--- config.mk ---
export PLATFORM = sky130hd
export DESIGN_NAME = axi_master_bridge_flat
export DESIGN_NICKNAME = d
export VERILOG_FILES = /design/src/common/fetch_cfg.svh /design/src/common/axi_bus_pkg.sv /design/src/common/rv_core_pkg.sv /design/src/common/axi_bus_if.sv /design/src/axi_master/axi_master_bridge.sv /design/src/flat_wrapper.sv
export SDC_FILE = /design/constraint.sdc
export NUM_CORES = 1
export LEC_CHECK = 0
export BUFFER_PORTS_ARGS = -buffer_cell sky130_fd_sc_hd__buf_4
export CORE_AREA = 2 2 197 199
export DETAILED_ROUTE_END_ITERATION = 7
export DIE_AREA = 0 0 199 201
export SLEW_MARGIN = 20
export SYNTH_ARGS = -nofsm -noshare
export SYNTH_HDL_FRONTEND = slang
export SYNTH_SLANG_ARGS = --single-unit
--- constraint.sdc ---
create_clock -name clk -period 3.4 [get_ports clk]
set_input_delay 0.34 -clock clk [delete_from_list [all_inputs] [get_ports clk]]
set_output_delay 0.34 -clock clk [all_outputs]
set_load 0.02 [all_outputs]
--- src/common/fetch_cfg.svh ---
`ifndef FETCH_CFG_SVH
`define FETCH_CFG_SVH

// first pc after reset, start of ram
`define FETCH_RESET_PC 64'h0000_0000_8000_0000

// sram depth in 64-bit words, index from addr[12:3]
`define FETCH_MEM_WORDS 1024

// addi x0, x0, 0
`define FETCH_NOP_INST 32'h0000_0013

`endif

--- src/common/axi_bus_pkg.sv ---
package axi_bus_pkg;

  // single 64-bit axi4 port, no bursts
  localparam int unsigned axi_addr_w = 64;
  localparam int unsigned axi_data_w = 64;
  localparam int unsigned axi_strb_w = axi_data_w / 8;
  localparam int unsigned axi_id_w   = 4;

  typedef logic [axi_addr_w-1:0] axi_addr_t;
  typedef logic [axi_data_w-1:0] axi_data_t;

  // one bit per byte lane
  typedef logic [axi_strb_w-1:0] axi_strb_t;

  // rresp / bresp encoding
  typedef logic [1:0] axi_resp_t;

  // same width as the core request tag
  typedef logic [axi_id_w-1:0] axi_id_t;

  localparam axi_resp_t axi_resp_okay   = 2'b00;
  localparam axi_resp_t axi_resp_exokay = 2'b01;
  localparam axi_resp_t axi_resp_slverr = 2'b10;
  localparam axi_resp_t axi_resp_decerr = 2'b11;

endpackage

--- src/common/rv_core_pkg.sv ---
package rv_core_pkg;

  // fetch pc and data byte address share one type
  typedef logic [63:0] pc_t;

  // one rv32/rv64 instruction word
  typedef logic [31:0] inst_t;

  // transaction tag carried on ar_id
  typedef logic [3:0] req_id_t;

  // fetch takes id 1 and data takes id 2
  localparam req_id_t req_id_fetch = 4'd1;
  localparam req_id_t req_id_data  = 4'd2;

  // what the arbiter handed to the bus bridge
  typedef enum logic [1:0] {
    req_none,
    req_fetch_rd,
    req_data_rd,
    req_data_wr
  } req_kind_e;

endpackage

--- src/common/axi_bus_if.sv ---
interface axi_bus_if
  import axi_bus_pkg::*;
();

  // read address
  logic      ar_valid;
  logic      ar_ready;
  axi_addr_t ar_addr;
  axi_id_t   ar_id;

  // read data, single beat so r_last is always set
  logic      r_valid;
  logic      r_ready;
  axi_data_t r_data;
  axi_resp_t r_resp;
  logic      r_last;
  axi_id_t   r_id;

  // write address
  logic      aw_valid;
  logic      aw_ready;
  axi_addr_t aw_addr;

  // write data
  logic      w_valid;
  logic      w_ready;
  axi_data_t w_data;
  axi_strb_t w_strb;
  logic      w_last;

  // write response
  logic      b_valid;
  logic      b_ready;

  modport master (
    output ar_valid, ar_addr, ar_id, r_ready,
    output aw_valid, aw_addr, w_valid, w_data, w_strb, w_last, b_ready,
    input  ar_ready, r_valid, r_data, r_resp, r_last, r_id,
    input  aw_ready, w_ready, b_valid
  );

  modport slave (
    input  ar_valid, ar_addr, ar_id, r_ready,
    input  aw_valid, aw_addr, w_valid, w_data, w_strb, w_last, b_ready,
    output ar_ready, r_valid, r_data, r_resp, r_last, r_id,
    output aw_ready, w_ready, b_valid
  );

endinterface

--- src/axi_master/axi_master_bridge.sv ---
module axi_master_bridge
  import rv_core_pkg::*, axi_bus_pkg::*;
(
  input  logic      clk,
  input  logic      rst_n,
  input  logic      req_valid_i,
  input  req_kind_e req_kind_i,
  input  req_id_t   req_id_i,
  input  axi_addr_t req_addr_i,
  input  axi_data_t req_wdata_i,
  input  axi_strb_t req_wstrb_i,
  axi_bus_if.master bus,
  output logic      rd_done_o,
  output axi_data_t rd_data_o,
  output req_id_t   rd_id_o,
  output logic      wr_done_o
);

  typedef enum logic [1:0] {
    st_idle,
    st_addr,
    st_data,
    st_resp
  } state_e;

  state_e    state_q;
  logic      is_wr_q;
  logic      ar_valid_q;
  logic      aw_valid_q;
  logic      w_valid_q;
  logic      rd_done_q;
  logic      wr_done_q;
  axi_addr_t addr_q;
  axi_data_t wdata_q;
  axi_strb_t wstrb_q;
  req_id_t   id_q;
  axi_data_t rd_data_q;
  req_id_t   rd_id_q;
  logic      ar_hs;
  logic      r_hs;
  logic      b_hs;
  logic      aw_left;
  logic      w_left;
  logic      start;

  assign ar_hs   = bus.ar_valid & bus.ar_ready;
  assign r_hs    = bus.r_valid & bus.r_ready;
  assign b_hs    = bus.b_valid & bus.b_ready;
  // write channels may be taken on different edges
  assign aw_left = aw_valid_q & ~bus.aw_ready;
  assign w_left  = w_valid_q & ~bus.w_ready;
  assign start   = (state_q == st_idle) & req_valid_i & (req_kind_i != req_none);

  always_ff @(posedge clk or negedge rst_n) begin
    if (!rst_n) begin
      state_q    <= st_idle;
      is_wr_q    <= 1'b0;
      ar_valid_q <= 1'b0;
      aw_valid_q <= 1'b0;
      w_valid_q  <= 1'b0;
      rd_done_q  <= 1'b0;
      wr_done_q  <= 1'b0;
    end else begin
      // completions trail the last handshake by one cycle
      rd_done_q <= r_hs & bus.r_last;
      wr_done_q <= b_hs;
      case (state_q)
        st_idle: begin
          if (start) begin
            is_wr_q    <= (req_kind_i == req_data_wr);
            ar_valid_q <= (req_kind_i != req_data_wr);
            aw_valid_q <= (req_kind_i == req_data_wr);
            w_valid_q  <= (req_kind_i == req_data_wr);
            state_q    <= st_addr;
          end
        end
        st_addr: begin
          if (!is_wr_q) begin
            if (ar_hs) begin
              ar_valid_q <= 1'b0;
              state_q    <= st_data;
            end
          end else begin
            aw_valid_q <= aw_left;
            w_valid_q  <= w_left;
            if (!aw_left && !w_left) begin
              state_q <= st_resp;
            end
          end
        end
        st_data: begin
          if (r_hs && bus.r_last) begin
            state_q <= st_idle;
          end
        end
        default: begin
          if (b_hs) begin
            state_q <= st_idle;
          end
        end
      endcase
    end
  end

  // request payload and returned read data
  always_ff @(posedge clk) begin
    if (start) begin
      addr_q  <= req_addr_i;
      wdata_q <= req_wdata_i;
      wstrb_q <= req_wstrb_i;
      id_q    <= req_id_i;
    end
    if (r_hs) begin
      // error reads return zero
      rd_data_q <= (bus.r_resp == axi_resp_okay) ? bus.r_data : '0;
      rd_id_q   <= bus.r_id;
    end
  end

  assign bus.ar_valid = ar_valid_q;
  assign bus.ar_addr  = addr_q;
  assign bus.ar_id    = id_q;
  assign bus.r_ready  = (state_q == st_data);
  assign bus.aw_valid = aw_valid_q;
  assign bus.aw_addr  = addr_q;
  assign bus.w_valid  = w_valid_q;
  assign bus.w_data   = wdata_q;
  assign bus.w_strb   = wstrb_q;
  // single beat writes
  assign bus.w_last   = 1'b1;
  assign bus.b_ready  = (state_q == st_resp);

  assign rd_done_o = rd_done_q;
  assign rd_data_o = rd_data_q;
  assign rd_id_o   = rd_id_q;
  assign wr_done_o = wr_done_q;

endmodule

--- src/flat_wrapper.sv ---
// flat-port wrapper written by rule: the top's interface ports become plain ports
module axi_master_bridge_flat import rv_core_pkg::*, axi_bus_pkg::*;
  (clk, rst_n, req_valid_i, req_kind_i, req_id_i, req_addr_i, req_wdata_i, req_wstrb_i, rd_done_o, rd_data_o, rd_id_o, wr_done_o, bus_ar_valid, bus_ar_addr, bus_ar_id, bus_r_ready, bus_aw_valid, bus_aw_addr, bus_w_valid, bus_w_data, bus_w_strb, bus_w_last, bus_b_ready, bus_ar_ready, bus_r_valid, bus_r_data, bus_r_resp, bus_r_last, bus_r_id, bus_aw_ready, bus_w_ready, bus_b_valid);
  axi_bus_if bus_i ();
  input  logic clk;
  input  logic rst_n;
  input  logic req_valid_i;
  input  req_kind_e req_kind_i;
  input  req_id_t req_id_i;
  input  axi_addr_t req_addr_i;
  input  axi_data_t req_wdata_i;
  input  axi_strb_t req_wstrb_i;
  output logic rd_done_o;
  output axi_data_t rd_data_o;
  output req_id_t rd_id_o;
  output logic wr_done_o;
  output wire logic [$bits(bus_i.ar_valid)-1:0] bus_ar_valid;
  output wire logic [$bits(bus_i.ar_addr)-1:0] bus_ar_addr;
  output wire logic [$bits(bus_i.ar_id)-1:0] bus_ar_id;
  output wire logic [$bits(bus_i.r_ready)-1:0] bus_r_ready;
  output wire logic [$bits(bus_i.aw_valid)-1:0] bus_aw_valid;
  output wire logic [$bits(bus_i.aw_addr)-1:0] bus_aw_addr;
  output wire logic [$bits(bus_i.w_valid)-1:0] bus_w_valid;
  output wire logic [$bits(bus_i.w_data)-1:0] bus_w_data;
  output wire logic [$bits(bus_i.w_strb)-1:0] bus_w_strb;
  output wire logic [$bits(bus_i.w_last)-1:0] bus_w_last;
  output wire logic [$bits(bus_i.b_ready)-1:0] bus_b_ready;
  input wire logic [$bits(bus_i.ar_ready)-1:0] bus_ar_ready;
  input wire logic [$bits(bus_i.r_valid)-1:0] bus_r_valid;
  input wire logic [$bits(bus_i.r_data)-1:0] bus_r_data;
  input wire logic [$bits(bus_i.r_resp)-1:0] bus_r_resp;
  input wire logic [$bits(bus_i.r_last)-1:0] bus_r_last;
  input wire logic [$bits(bus_i.r_id)-1:0] bus_r_id;
  input wire logic [$bits(bus_i.aw_ready)-1:0] bus_aw_ready;
  input wire logic [$bits(bus_i.w_ready)-1:0] bus_w_ready;
  input wire logic [$bits(bus_i.b_valid)-1:0] bus_b_valid;
  assign bus_ar_valid = bus_i.ar_valid;
  assign bus_ar_addr = bus_i.ar_addr;
  assign bus_ar_id = bus_i.ar_id;
  assign bus_r_ready = bus_i.r_ready;
  assign bus_aw_valid = bus_i.aw_valid;
  assign bus_aw_addr = bus_i.aw_addr;
  assign bus_w_valid = bus_i.w_valid;
  assign bus_w_data = bus_i.w_data;
  assign bus_w_strb = bus_i.w_strb;
  assign bus_w_last = bus_i.w_last;
  assign bus_b_ready = bus_i.b_ready;
  assign bus_i.ar_ready = bus_ar_ready;
  assign bus_i.r_valid = bus_r_valid;
  assign bus_i.r_data = bus_r_data;
  assign bus_i.r_resp = bus_r_resp;
  assign bus_i.r_last = bus_r_last;
  assign bus_i.r_id = bus_r_id;
  assign bus_i.aw_ready = bus_aw_ready;
  assign bus_i.w_ready = bus_w_ready;
  assign bus_i.b_valid = bus_b_valid;
  axi_master_bridge u_core (.clk(clk), .rst_n(rst_n), .req_valid_i(req_valid_i), .req_kind_i(req_kind_i), .req_id_i(req_id_i), .req_addr_i(req_addr_i), .req_wdata_i(req_wdata_i), .req_wstrb_i(req_wstrb_i), .bus(bus_i), .rd_done_o(rd_done_o), .rd_data_o(rd_data_o), .rd_id_o(rd_id_o), .wr_done_o(wr_done_o));
endmodule
==> impl_metrics.json, run 1 <==
{
  "outcome": "complete, no violations",
  "fp.coreArea_um2": 38100,
  "yosys_warnings": 0,
  "internal-power_w": 0.00577,
  "clk_pin_slew_ns": 0.06,
  "path_cells": "and2b_1, and2_2, buf_12",
  "portBuffers": 499,
  "switchingPower_w": 0.00242,
  "setup_ws_ns": 1.41,
  "start_kind": "flop",
  "track_usage_pct": 12.2,
  "grt_pass1_vias": 5819,
  "max_freq_mhz": 503,
  "critPathMaxFanout": 34,
  "post_cts_buffers": 0,
  "via_per_inst": 3.62,
  "maxCapViolations": 0,
  "gp_congestion": 0.775,
  "syn-num-nets": 606,
  "setup_viol_count_final": 0,
  "slowest_delay_ns": 0.61,
  "drt_pre_antenna_iters": 4,
  "criticalPathCategory": "flop to flop",
  "cts_sinks": 216,
  "critPathArrivalTime_ns": 2.20,
  "period_minus_slack_ns": 1.99,
  "crit_slowest_cell": "and2_2",
  "row_count": 72,
  "fin_worst_skew_ns": 0.00894,
  "netSwitchingFraction_pct": 29.5,
  "seq_power_share_pct": 44.3,
  "syn_area_um2": 7580,
  "clock_path_buffers": 3,
  "avgSynthCellArea_um2": 19.7,
  "start_util_pct": 19.9,
  "drc": 0,
  "drive_gt1_share_pct": 54.0,
  "antenna_left": 0,
  "fill_cells": 3664,
  "dr_total_vias": 5529,
  "antenna_found_initial": 5,
  "synth_area_leader_cell": "edfxtp_1",
  "path_buf_inv": 1,
  "relSlewSlack_pct": 53.7,
  "clockRootBuffer": "clkbuf_16",
  "clk_latency_ns": 0.53,
  "peakVddDrop_v": 0.000392,
  "hold_path_class": "primary input to flop",
  "synth_top_area_share_pct": 82.4,
  "dpl_cell_area_um2": 11500,
  "synth_cell_types": 25,
  "htreeDepth": 1,
  "fin_nets": 1211,
  "dieWidth_um": 199,
  "gr-total-overflow": 0,
  "clkPwrFrac_pct": 30.5,
  "finalCritPeriodShare_pct": 58.4,
  "area_growth_pct": 81.7,
  "die_area_um2": 40000,
  "drtIter0Drc": 165,
  "combPwrFrac_pct": 25.3,
  "pwr_density_cell_nw_per_um2": 594,
  "wl_per_cell_um": 17.1,
  "die_h_um": 201,
  "cts_inserted_buffers": 25,
  "cts_tree": "yes",
  "preCtsSetupSlack_ns": 1.41,
  "maxSlewViolCount": 0,
  "hold_viol": 0,
  "hpwl_um": 20000,
  "synth.area.top_cells": "edfxtp_1 (82%), buf_4 (6.4%), and2_1 (5.5%)",
  "critPathCaptureType": "flop",
  "grt_max_degree": 65,
  "utilization_pct": 36.1,
  "instances_no_fill": 1529,
  "ys_seq_area_share_pct": 85.1,
  "dp_cells": 1336,
  "grt_pass1_wl_um": 35900,
  "ios": 501,
  "tightest_slew_ns": 0.695,
  "crit_family": "simple AND/OR/NAND/NOR gates",
  "fin_tns_setup_ns": 0,
  "post-route-cell-area_um2": 13800,
  "ys_ff_latch": 216,
  "cp.required_ns": 3.61,
  "syn_inst": 385,
  "p_leak_nw": 5.72,
  "routed_wl_um": 26200,
  "grt_setup_unrepaired": "false"
}
area by class of cell:
| type | instances | area (um2) | share of cell area [%] |
|---|---|---|---|
| flip-flops and latches | 216 | 6450 | 46.8 |
| repair buffers | 650 | 5300 | 38.5 |
| well taps | 518 | 648 | 4.71 |
| clock buffers | 30 | 644 | 4.68 |
| multi-input cells | 96 | 614 | 4.46 |
| clock inverters | 15 | 109 | 0.790 |
| diodes | 3 | 7.51 | 0.0545 |
| inverters | 1 | 3.75 | 0.0273 |
cell families after synthesis:
kind of cell	after synthesis	synth area share, %
AO/OA/AOI/OAI	7	0.710
buffers and inverters	73	6.85
flip-flops	216	85.1
multiplexers	1	0.132
other	1	0.0495
AND/OR/NAND/NOR	87	7.20
worst paths after layout:
check	from	endpoint	slack, ns	depth (start not counted)
worst max-delay path	u_core.state_q[0]	u_core.rd_data_o[15]	1.41	3
worst min register to register	u_core.bus.ar_valid	u_core.bus.ar_valid	0.56	2
max in group asynchronous	rst_n	u_core.wr_done_o	3.09	2
worst min-delay path	req_wdata_i[59]	u_core.bus.w_data[59]	0.04	1
min in group asynchronous	rst_n	u_core.bus.ar_valid	0.17	2
worst max register to register	u_core.state_q[0]	u_core.rd_data_o[15]	1.41	3
Yosys cell counts:
cell type / count
buf_4: 65
o21bai_1: 1
clkbuf_1: 6
o21ai_1: 1
nand4bb_1: 1
edfxtp_1: 208
nor2_2: 1
dfrtp_1: 8
clkbuf_2: 1
and3b_1: 1
conb_1: 1
and2b_1: 1
and3_1: 2
inv_1: 1
a311oi_1: 1
nand2b_1: 2
o21ai_0: 3
nand4b_1: 2
nand2_1: 7
and2_1: 67
nand4_1: 1
nor2b_1: 1
o211a_4: 1
nor2_4: 1
mux2i_1: 1
registers in the layout (all words and copies together), names as in the netlist:
signal	cells
u_core.bus.ar_addr	64
u_core.state_q	2
u_core.rd_data_o	64
u_core.bus.w_valid	1
u_core.wr_done_o	1
u_core.bus.ar_id	4
u_core.bus.w_strb	8
u_core.is_wr_q	1
u_core.bus.w_data	64
u_core.rd_id_o	4
u_core.bus.ar_valid	1
u_core.rd_done_o	1
u_core.bus.aw_valid	1
power groups by stage:
| stage | clock (W) | sequential (W) | combinational, W |
|---|---|---|---|
| floorplan | 0 | 0.00408 | 0.000568 |
| global placement | 0 | 0.00367 | 0.00194 |
| detailed placement | 0 | 0.00368 | 0.00195 |
| CTS | 0.00259 | 0.00363 | 0.00210 |
| global route | 0.00269 | 0.00366 | 0.00220 |
| finish | 0.00249 | 0.00362 | 0.00207 |
placed cells by master, fill, tap and decap left out, types with 2 or more instances in the layout:
cell           synthesis  final
clkbuf_16              0     25
edfxtp_1             208    208
nand2_1                7      7
clkinv_1               0      6
clkinvlp_4             0      2
nand2b_1               2      2
dlygate4sd3_1          0    144
o21ai_0                3      3
clkinv_4               0      2
diode_2                0      3
and2_1                67     66
buf_4                 65    502
dfrtp_1                8      8
and3_1                 2      2
clkbuf_1               6      5
nand4b_1               2      2
buf_12                 0      3
clkinv_2               0      3
per-layer routing:
metal / track usage [%] / share of wire (%)
met5: 0 / 0.065
met2: 22.1 / 51
met3: 5.16 / 12
met4: 3.57 / 2.1
met1: 12.7 / 35
metrics by stage:
stage / power (W) / hold WS (ns)
detailed placement: 0.00563 / 0.169
global placement: 0.00561 / 0.163
CTS: 0.00832 / 0.00174
global route: 0.00855 / 0.00400
finish: 0.00819 / 0.0383
floorplan: 0.00465 / 0.0444
what timing repair did:
action / in CTS / in global routing
gates resized for setup: 0 / 0
setup endpoints to repair: 0 / 0
hold endpoints to repair: 151 / 0
hold buffers: 144 / 0
No activity file was read; power rests on OpenSTA's default activity.
==> run 2: changes to the inputs <==
- CORE_AREA: 2 2 197 199 -> 2 2 193 195
- DIE_AREA: 0 0 199 201 -> 0 0 195 197
- clock period: 3.4 -> 1.76 ns (I/O delays scaled with it)
==> run 2 against run 1 <==
  * Cell count up 2.2%
  * Critical path depth down 1
  * Highest routed layer unchanged
  * Setup slack worse by 1.3 ns
  * Wire length up 5.9%
  * Count of clock-buffer cells in the layout down 2
  * Global-route usage up 1.5 points
  * Hold slack worse by 0.0046 ns
  * Clock skew up 0.0063 ns
  * First-iteration DRC count up 27%
==> impl_metrics.json, run 2 (same netlist as run 1, synthesis figures left out) <==
{
  "combPwrFrac_pct": 25.9,
  "crit_family": "flip-flops",
  "drt_pre_antenna_iters": 6,
  "fin_nets": 1295,
  "drive_gt1_share_pct": 51.0,
  "grt_setup_unrepaired": "false",
  "p_leak_nw": 6.13,
  "seq_power_share_pct": 42.7,
  "cts_sinks": 216,
  "routed_wl_um": 27700,
  "use_met2_pct": 24.9,
  "setup_viol_count_final": 0,
  "utilization_pct": 40.3,
  "clock_path_buffers": 3,
  "area_growth_pct": 92.9,
  "critPathArrivalTime_ns": 1.44,
  "pwr_density_cell_nw_per_um2": 1130,
  "grt_pass1_vias": 6331,
  "cts_inserted_buffers": 24,
  "rrSetupSlack_ns": 0.16,
  "clk_pin_slew_ns": 0.06,
  "period_minus_slack_ns": 1.62,
  "switchingPower_w": 0.00477,
  "grt.busiest_layer": "met2",
  "row_count": 70,
  "crit_slowest_cell": "dfrtp_1",
  "die_h_um": 197,
  "worstReg2RegStart": "u_core.state_q[0]",
  "clkPwrFrac_pct": 31.4,
  "grt_max_degree": 55,
  "maxCapViolations": 0,
  "gp_congestion": 0.769,
  "slowest_delay_ns": 0.48,
  "via_per_inst": 3.74,
  "internal-power_w": 0.0117,
  "hp-start": "bus_aw_ready",
  "drc": 0,
  "dieWidth_um": 195,
  "cts_tree": "yes",
  "hold_depth": 4,
  "antenna_left": 0,
  "track_usage_pct": 13.7,
  "fin_tns_setup_ns": 0,
  "outcome": "complete, no violations",
  "hpwl_um": 21200,
  "peakVddDrop_v": 0.000674,
  "reg2reg_depth": 3,
  "drtIter0Drc": 210,
  "layout_common_cells": "buf_4 (510), dlygate4sd3_1 (219), edfxtp_1 (208)",
  "met1_usage_pct": 15.0,
  "antenna_found_initial": 4,
  "fin_worst_skew_ns": 0.0153,
  "final_common_cell": "buf_4",
  "critPathCaptureType": "output port",
  "netSwitchingFraction_pct": 29.0,
  "dr_total_vias": 5849,
  "critPathMaxFanout": 8,
  "ios": 501,
  "gr-total-overflow": 0,
  "portBuffers": 499,
  "grt_pass1_wl_um": 39300,
  "start_kind": "flop",
  "criticalPathCategory": "flop to output port",
  "path_cells": "and2b_2, buf_4",
  "finalCritPeriodShare_pct": 91.9,
  "die_area_um2": 38400,
  "htreeDepth": 1,
  "fill_cells": 3296,
  "path_buf_inv": 1,
  "clk_latency_ns": 0.53,
  "rr_endpoint": "u_core.rd_done_o",
  "start_util_pct": 20.9,
  "wl_per_cell_um": 17.7,
  "fp.coreArea_um2": 36300,
  "clockRootBuffer": "clkbuf_16",
  "grt_util_met3_pct": 5.42,
  "hold_path_end": "u_core.bus.aw_valid",
  "cp.required_ns": 1.58,
  "maxSlewViolCount": 0,
  "hold_viol": 0,
  "max_freq_mhz": 618,
  "hold_path_class": "primary input to flop"
}
run 2: power by group through the flow:
stage	combinational, W	sequential (W)	clock [W]
after floorplan	0.00113	0.00788	0
after global placement	0.00385	0.00713	0
after detailed placement	0.00388	0.00714	0
after CTS	0.00430	0.00705	0.00536
after global routing	0.00450	0.00710	0.00555
final	0.00426	0.00703	0.00517
run 2: through the flow:
step                      hold WS (ns)  area, um2  cells  setup WS, ns  total power (W)
after CTS                      0.00531      14600   1560         0.101           0.0167
after detailed placement       0.00353      11600   1297         0.176           0.0110
after floorplan                 -0.120       7600    385        -0.389          0.00901
after global placement         0.00223      11600   1297         0.194           0.0110
after global routing            0.0234      14600   1561        0.0777           0.0172
final                           0.0338      14600   1563         0.143           0.0165
run 2: metal layers:
metal	vias up	wire [um]
li1	2728	-
met1	2764	10300
met2	324	14000
met3	31	2920
met4	2	463
met5	-	12
run 2: worst register-to-register path: stages (launching register included):
cell and delay (ns):
dfrtp_1 0.48, and2b_2 0.28, and3_1 0.17, dlygate4sd3_1 0.55
run 2: timing repair:
action | 4_1_cts | 5_1_grt
hold endpoints to repair | 223 | 0
hold buffers | 219 | 0
buffers inserted | 0 | 0
resized for setup | 0 | 0
run 2: area by class of cell:
type | instances | area [um2] | area share (%)
antenna | 3 | 7.51 | 0.0514
sequential | 216 | 6450 | 44.1
timing repair buffer | 735 | 6140 | 42.0
inverter | 1 | 3.75 | 0.0257
clock inverter | 16 | 196 | 1.34
multi-input combinational | 96 | 622 | 4.25
tap | 468 | 586 | 4.01
clock buffer | 28 | 616 | 4.21
run 2: how the worst max path moves through the flow:
| stage | startpoint | to | slack (ns) | cells after the start |
|---|---|---|---|---|
| finish | u_core.state_q[0] | bus_r_ready | 0.14 | 2 |
| global route | u_core.state_q[0] | bus_r_ready | 0.08 | 2 |
| CTS | u_core.state_q[0] | bus_r_ready | 0.10 | 2 |
| detailed placement | u_core.state_q[0] | u_core.rd_id_o[2] | 0.18 | 3 |
| global placement | u_core.state_q[0] | u_core.rd_id_o[3] | 0.19 | 3 |
| floorplan | u_core.state_q[1] | u_core.bus.ar_addr[0] | -0.39 | 3 |
==> run 3: changes to the inputs <==
- ABC_AREA: unset -> 1
- CORE_AREA: 2 2 193 195 -> 2 2 195 197
- DIE_AREA: 0 0 195 197 -> 0 0 197 199
==> run 3 against run 2 <==
  * Sequential share of layout area shrank 0.36 points
  * Clock power increased by 2%
  * Register-to-register slack gained 0.04 ns
  * Synthesized area increased by 2.0%
  * Clock skew shrank 0.0066 ns
  * Global-route usage fell by 0.33 points
  * Die area increased by 2.1%
  * Wire length grew 0.96%
  * Hold slack better by 0.063 ns
  * Maximum frequency grew 3.1%
  * Largest cell class unchanged
  * Largest power group unchanged
  * Highest routed layer is now met4
==> impl_metrics.json, run 3 <==
{
  "crit_slowest_cell": "dfrtp_2",
  "row_count": 71,
  "antenna_found_initial": 3,
  "fin_tns_setup_ns": 0,
  "relSlewSlack_pct": 55.3,
  "critPathCaptureType": "output port",
  "fin_nets": 1385,
  "grt_setup_unrepaired": "false",
  "peakVddDrop_v": 0.000588,
  "fill_cells": 3440,
  "syn-num-nets": 701,
  "setup_viol_count_final": 0,
  "cts_tree": "yes",
  "track_usage_pct": 13.3,
  "p_leak_nw": 6.49,
  "maxCapViolations": 0,
  "slowest_delay_ns": 0.46,
  "path_buf_inv": 2,
  "routed_wl_um": 28000,
  "utilization_pct": 39.7,
  "dr_total_vias": 6186,
  "rrSetupSlack_ns": 0.20,
  "preCtsSetupSlack_ns": 0.208,
  "ys_ff_latch": 216,
  "setup_ws_ns": 0.191,
  "synth_ff_type": "edfxtp_1",
  "drive_gt1_share_pct": 48.1,
  "post-synth-top-count-cell": "edfxtp_1",
  "dieWidth_um": 197,
  "die_h_um": 199,
  "outcome": "complete, no violations",
  "clockRootBuffer": "clkbuf_16",
  "reg2reg_depth": 5,
  "synth_top_area_share_pct": 80.8,
  "cts_inserted_buffers": 25,
  "cts_sinks": 216,
  "critPathArrivalTime_ns": 1.39,
  "syn_inst": 480,
  "max_freq_mhz": 637,
  "via_per_inst": 3.74,
  "drtIter0Drc": 176,
  "tightest_slew_ns": 0.671,
  "grt.busiest_layer": "met2",
  "post_cts_resized": 0,
  "drt_pre_antenna_iters": 4,
  "maxSlewViolCount": 0,
  "area_growth_pct": 90.7,
  "start_kind": "flop",
  "clock_path_buffers": 3,
  "htreeDepth": 1,
  "avgSynthCellArea_um2": 16.1,
  "wl_per_cell_um": 16.9,
  "grt_pass1_wl_um": 39000,
  "worstReg2RegStart": "u_core.state_q[1]",
  "synth.area.top_cells": "edfxtp_1 (81%), buf_4 (6.3%), inv_1 (3.6%)",
  "synth_edf_count": 208,
  "crit_end": "bus_r_ready",
  "crit_family": "flip-flops",
  "start_util_pct": 20.8,
  "pwr_density_cell_nw_per_um2": 1140,
  "post_cts_buffers": 0,
  "synth_area_leader_cell": "edfxtp_1",
  "synth_common_cells": "edfxtp_1 (208), inv_1 (74), nor2_1 (73)",
  "final_common_cell": "buf_4",
  "syn_area_um2": 7730,
  "use_met2_pct": 24.0,
  "die_area_um2": 39200,
  "fp.coreArea_um2": 37100,
  "cts_hold_buf": 217,
  "finalCritPeriodShare_pct": 89.1,
  "grt_pass1_vias": 6652,
  "synthArstFlopShare_pct": 3.70,
  "grt_max_degree": 69,
  "cp.depth": 3,
  "clk_pin_slew_ns": 0.06,
  "hold_path_class": "primary input to flop",
  "fin_worst_skew_ns": 0.00867,
  "gp_congestion": 0.792,
  "met1_usage_pct": 15.1,
  "register_area_um2": 6450,
  "gr-total-overflow": 0,
  "drc": 0,
  "yosys_warnings": 0,
  "total_power_w": 0.0168,
  "ios": 501,
  "rr_endpoint": "u_core.bus.ar_addr[37]",
  "path_cells": "inv_2, nor2_1, buf_4",
  "multi_input_area_um2": 492,
  "hpwl_um": 20600,
  "portBuffers": 499,
  "crit_start": "u_core.state_q[1]",
  "antenna_left": 0,
  "clk_latency_ns": 0.52,
  "cp.required_ns": 1.58,
  "layout_common_cells": "buf_4 (507), dlygate4sd3_1 (217), edfxtp_1 (208)",
  "period_minus_slack_ns": 1.57,
  "grt_util_met3_pct": 4.04,
  "hold_viol": 0,
  "criticalPathCategory": "flop to output port",
  "synth_cell_types": 20,
  "ys_seq_area_share_pct": 83.4,
  "critPathMaxFanout": 6
}
run 3: tightest hold or removal path, delay by kind of cell:
kind,cells,cell delay [ns]
buf+inv,2,0.15
simple gates,2,0.18
compound gates,1,0.08
run 3: kinds of logic (layout without fill, tap and decap cells):
family,Yosys count,in the layout,synth area share [%]
other,1,3,0.0485
AO/OA/AOI/OAI,8,8,0.583
AND/OR/NAND/NOR,104,104,5.39
flip-flops,216,216,83.4
buffers and inverters,151,851,10.6
run 3: cell type report:
cell class                      instances  area share (%)
Sequential cell                       216            43.7
Timing Repair Buffer                  729            41.2
Clock buffer                           25            4.24
Tap cell                              474            4.02
Multi-Input combinational cell        113            3.34
Inverter                               79            2.04
Clock inverter                         18            1.37
Antenna cell                            2          0.0339
run 3: through the flow:
stage,std cells,area [um2],hold slack (ns)
2_1_floorplan,480,7760,-0.120
3_3_place_gp,1394,11700,0.00446
3_5_place_dp,1394,11700,0.00682
4_1_cts,1654,14700,0.0597
5_1_grt,1656,14700,0.124
6_report,1656,14700,0.0969
run 3: worst min path at each step:
stage                startpoint                   to  slack, ns  depth (start not counted)
floorplan                 rst_n  u_core.bus.ar_valid      -0.12                          0
global placement          rst_n   u_core.bus.w_valid      0.004                          1
detailed placement        rst_n  u_core.bus.aw_valid      0.007                          1
CTS                 req_valid_i  u_core.bus.ar_valid       0.06                          5
global route        req_valid_i  u_core.bus.ar_valid       0.12                          5
finish              req_valid_i  u_core.bus.ar_valid        0.1                          5
run 3: per-layer routing:
layer | vias to the layer above | part of all wire, %
met3 | 39 | 9.0
met4 | 0 | 2.3
met5 | - | 0
met1 | 2898 | 37
li1 | 2906 | -
met2 | 343 | 51
run 3: report_power, final:
group / total (W) / switching, W / internal [W] / leakage (nW)
Clock: 0.00528 / 0.00210 / 0.00318 / 0.404
Combinational: 0.00451 / 0.00251 / 0.00200 / 4.06
Sequential: 0.00703 / 0.000401 / 0.00663 / 2.03
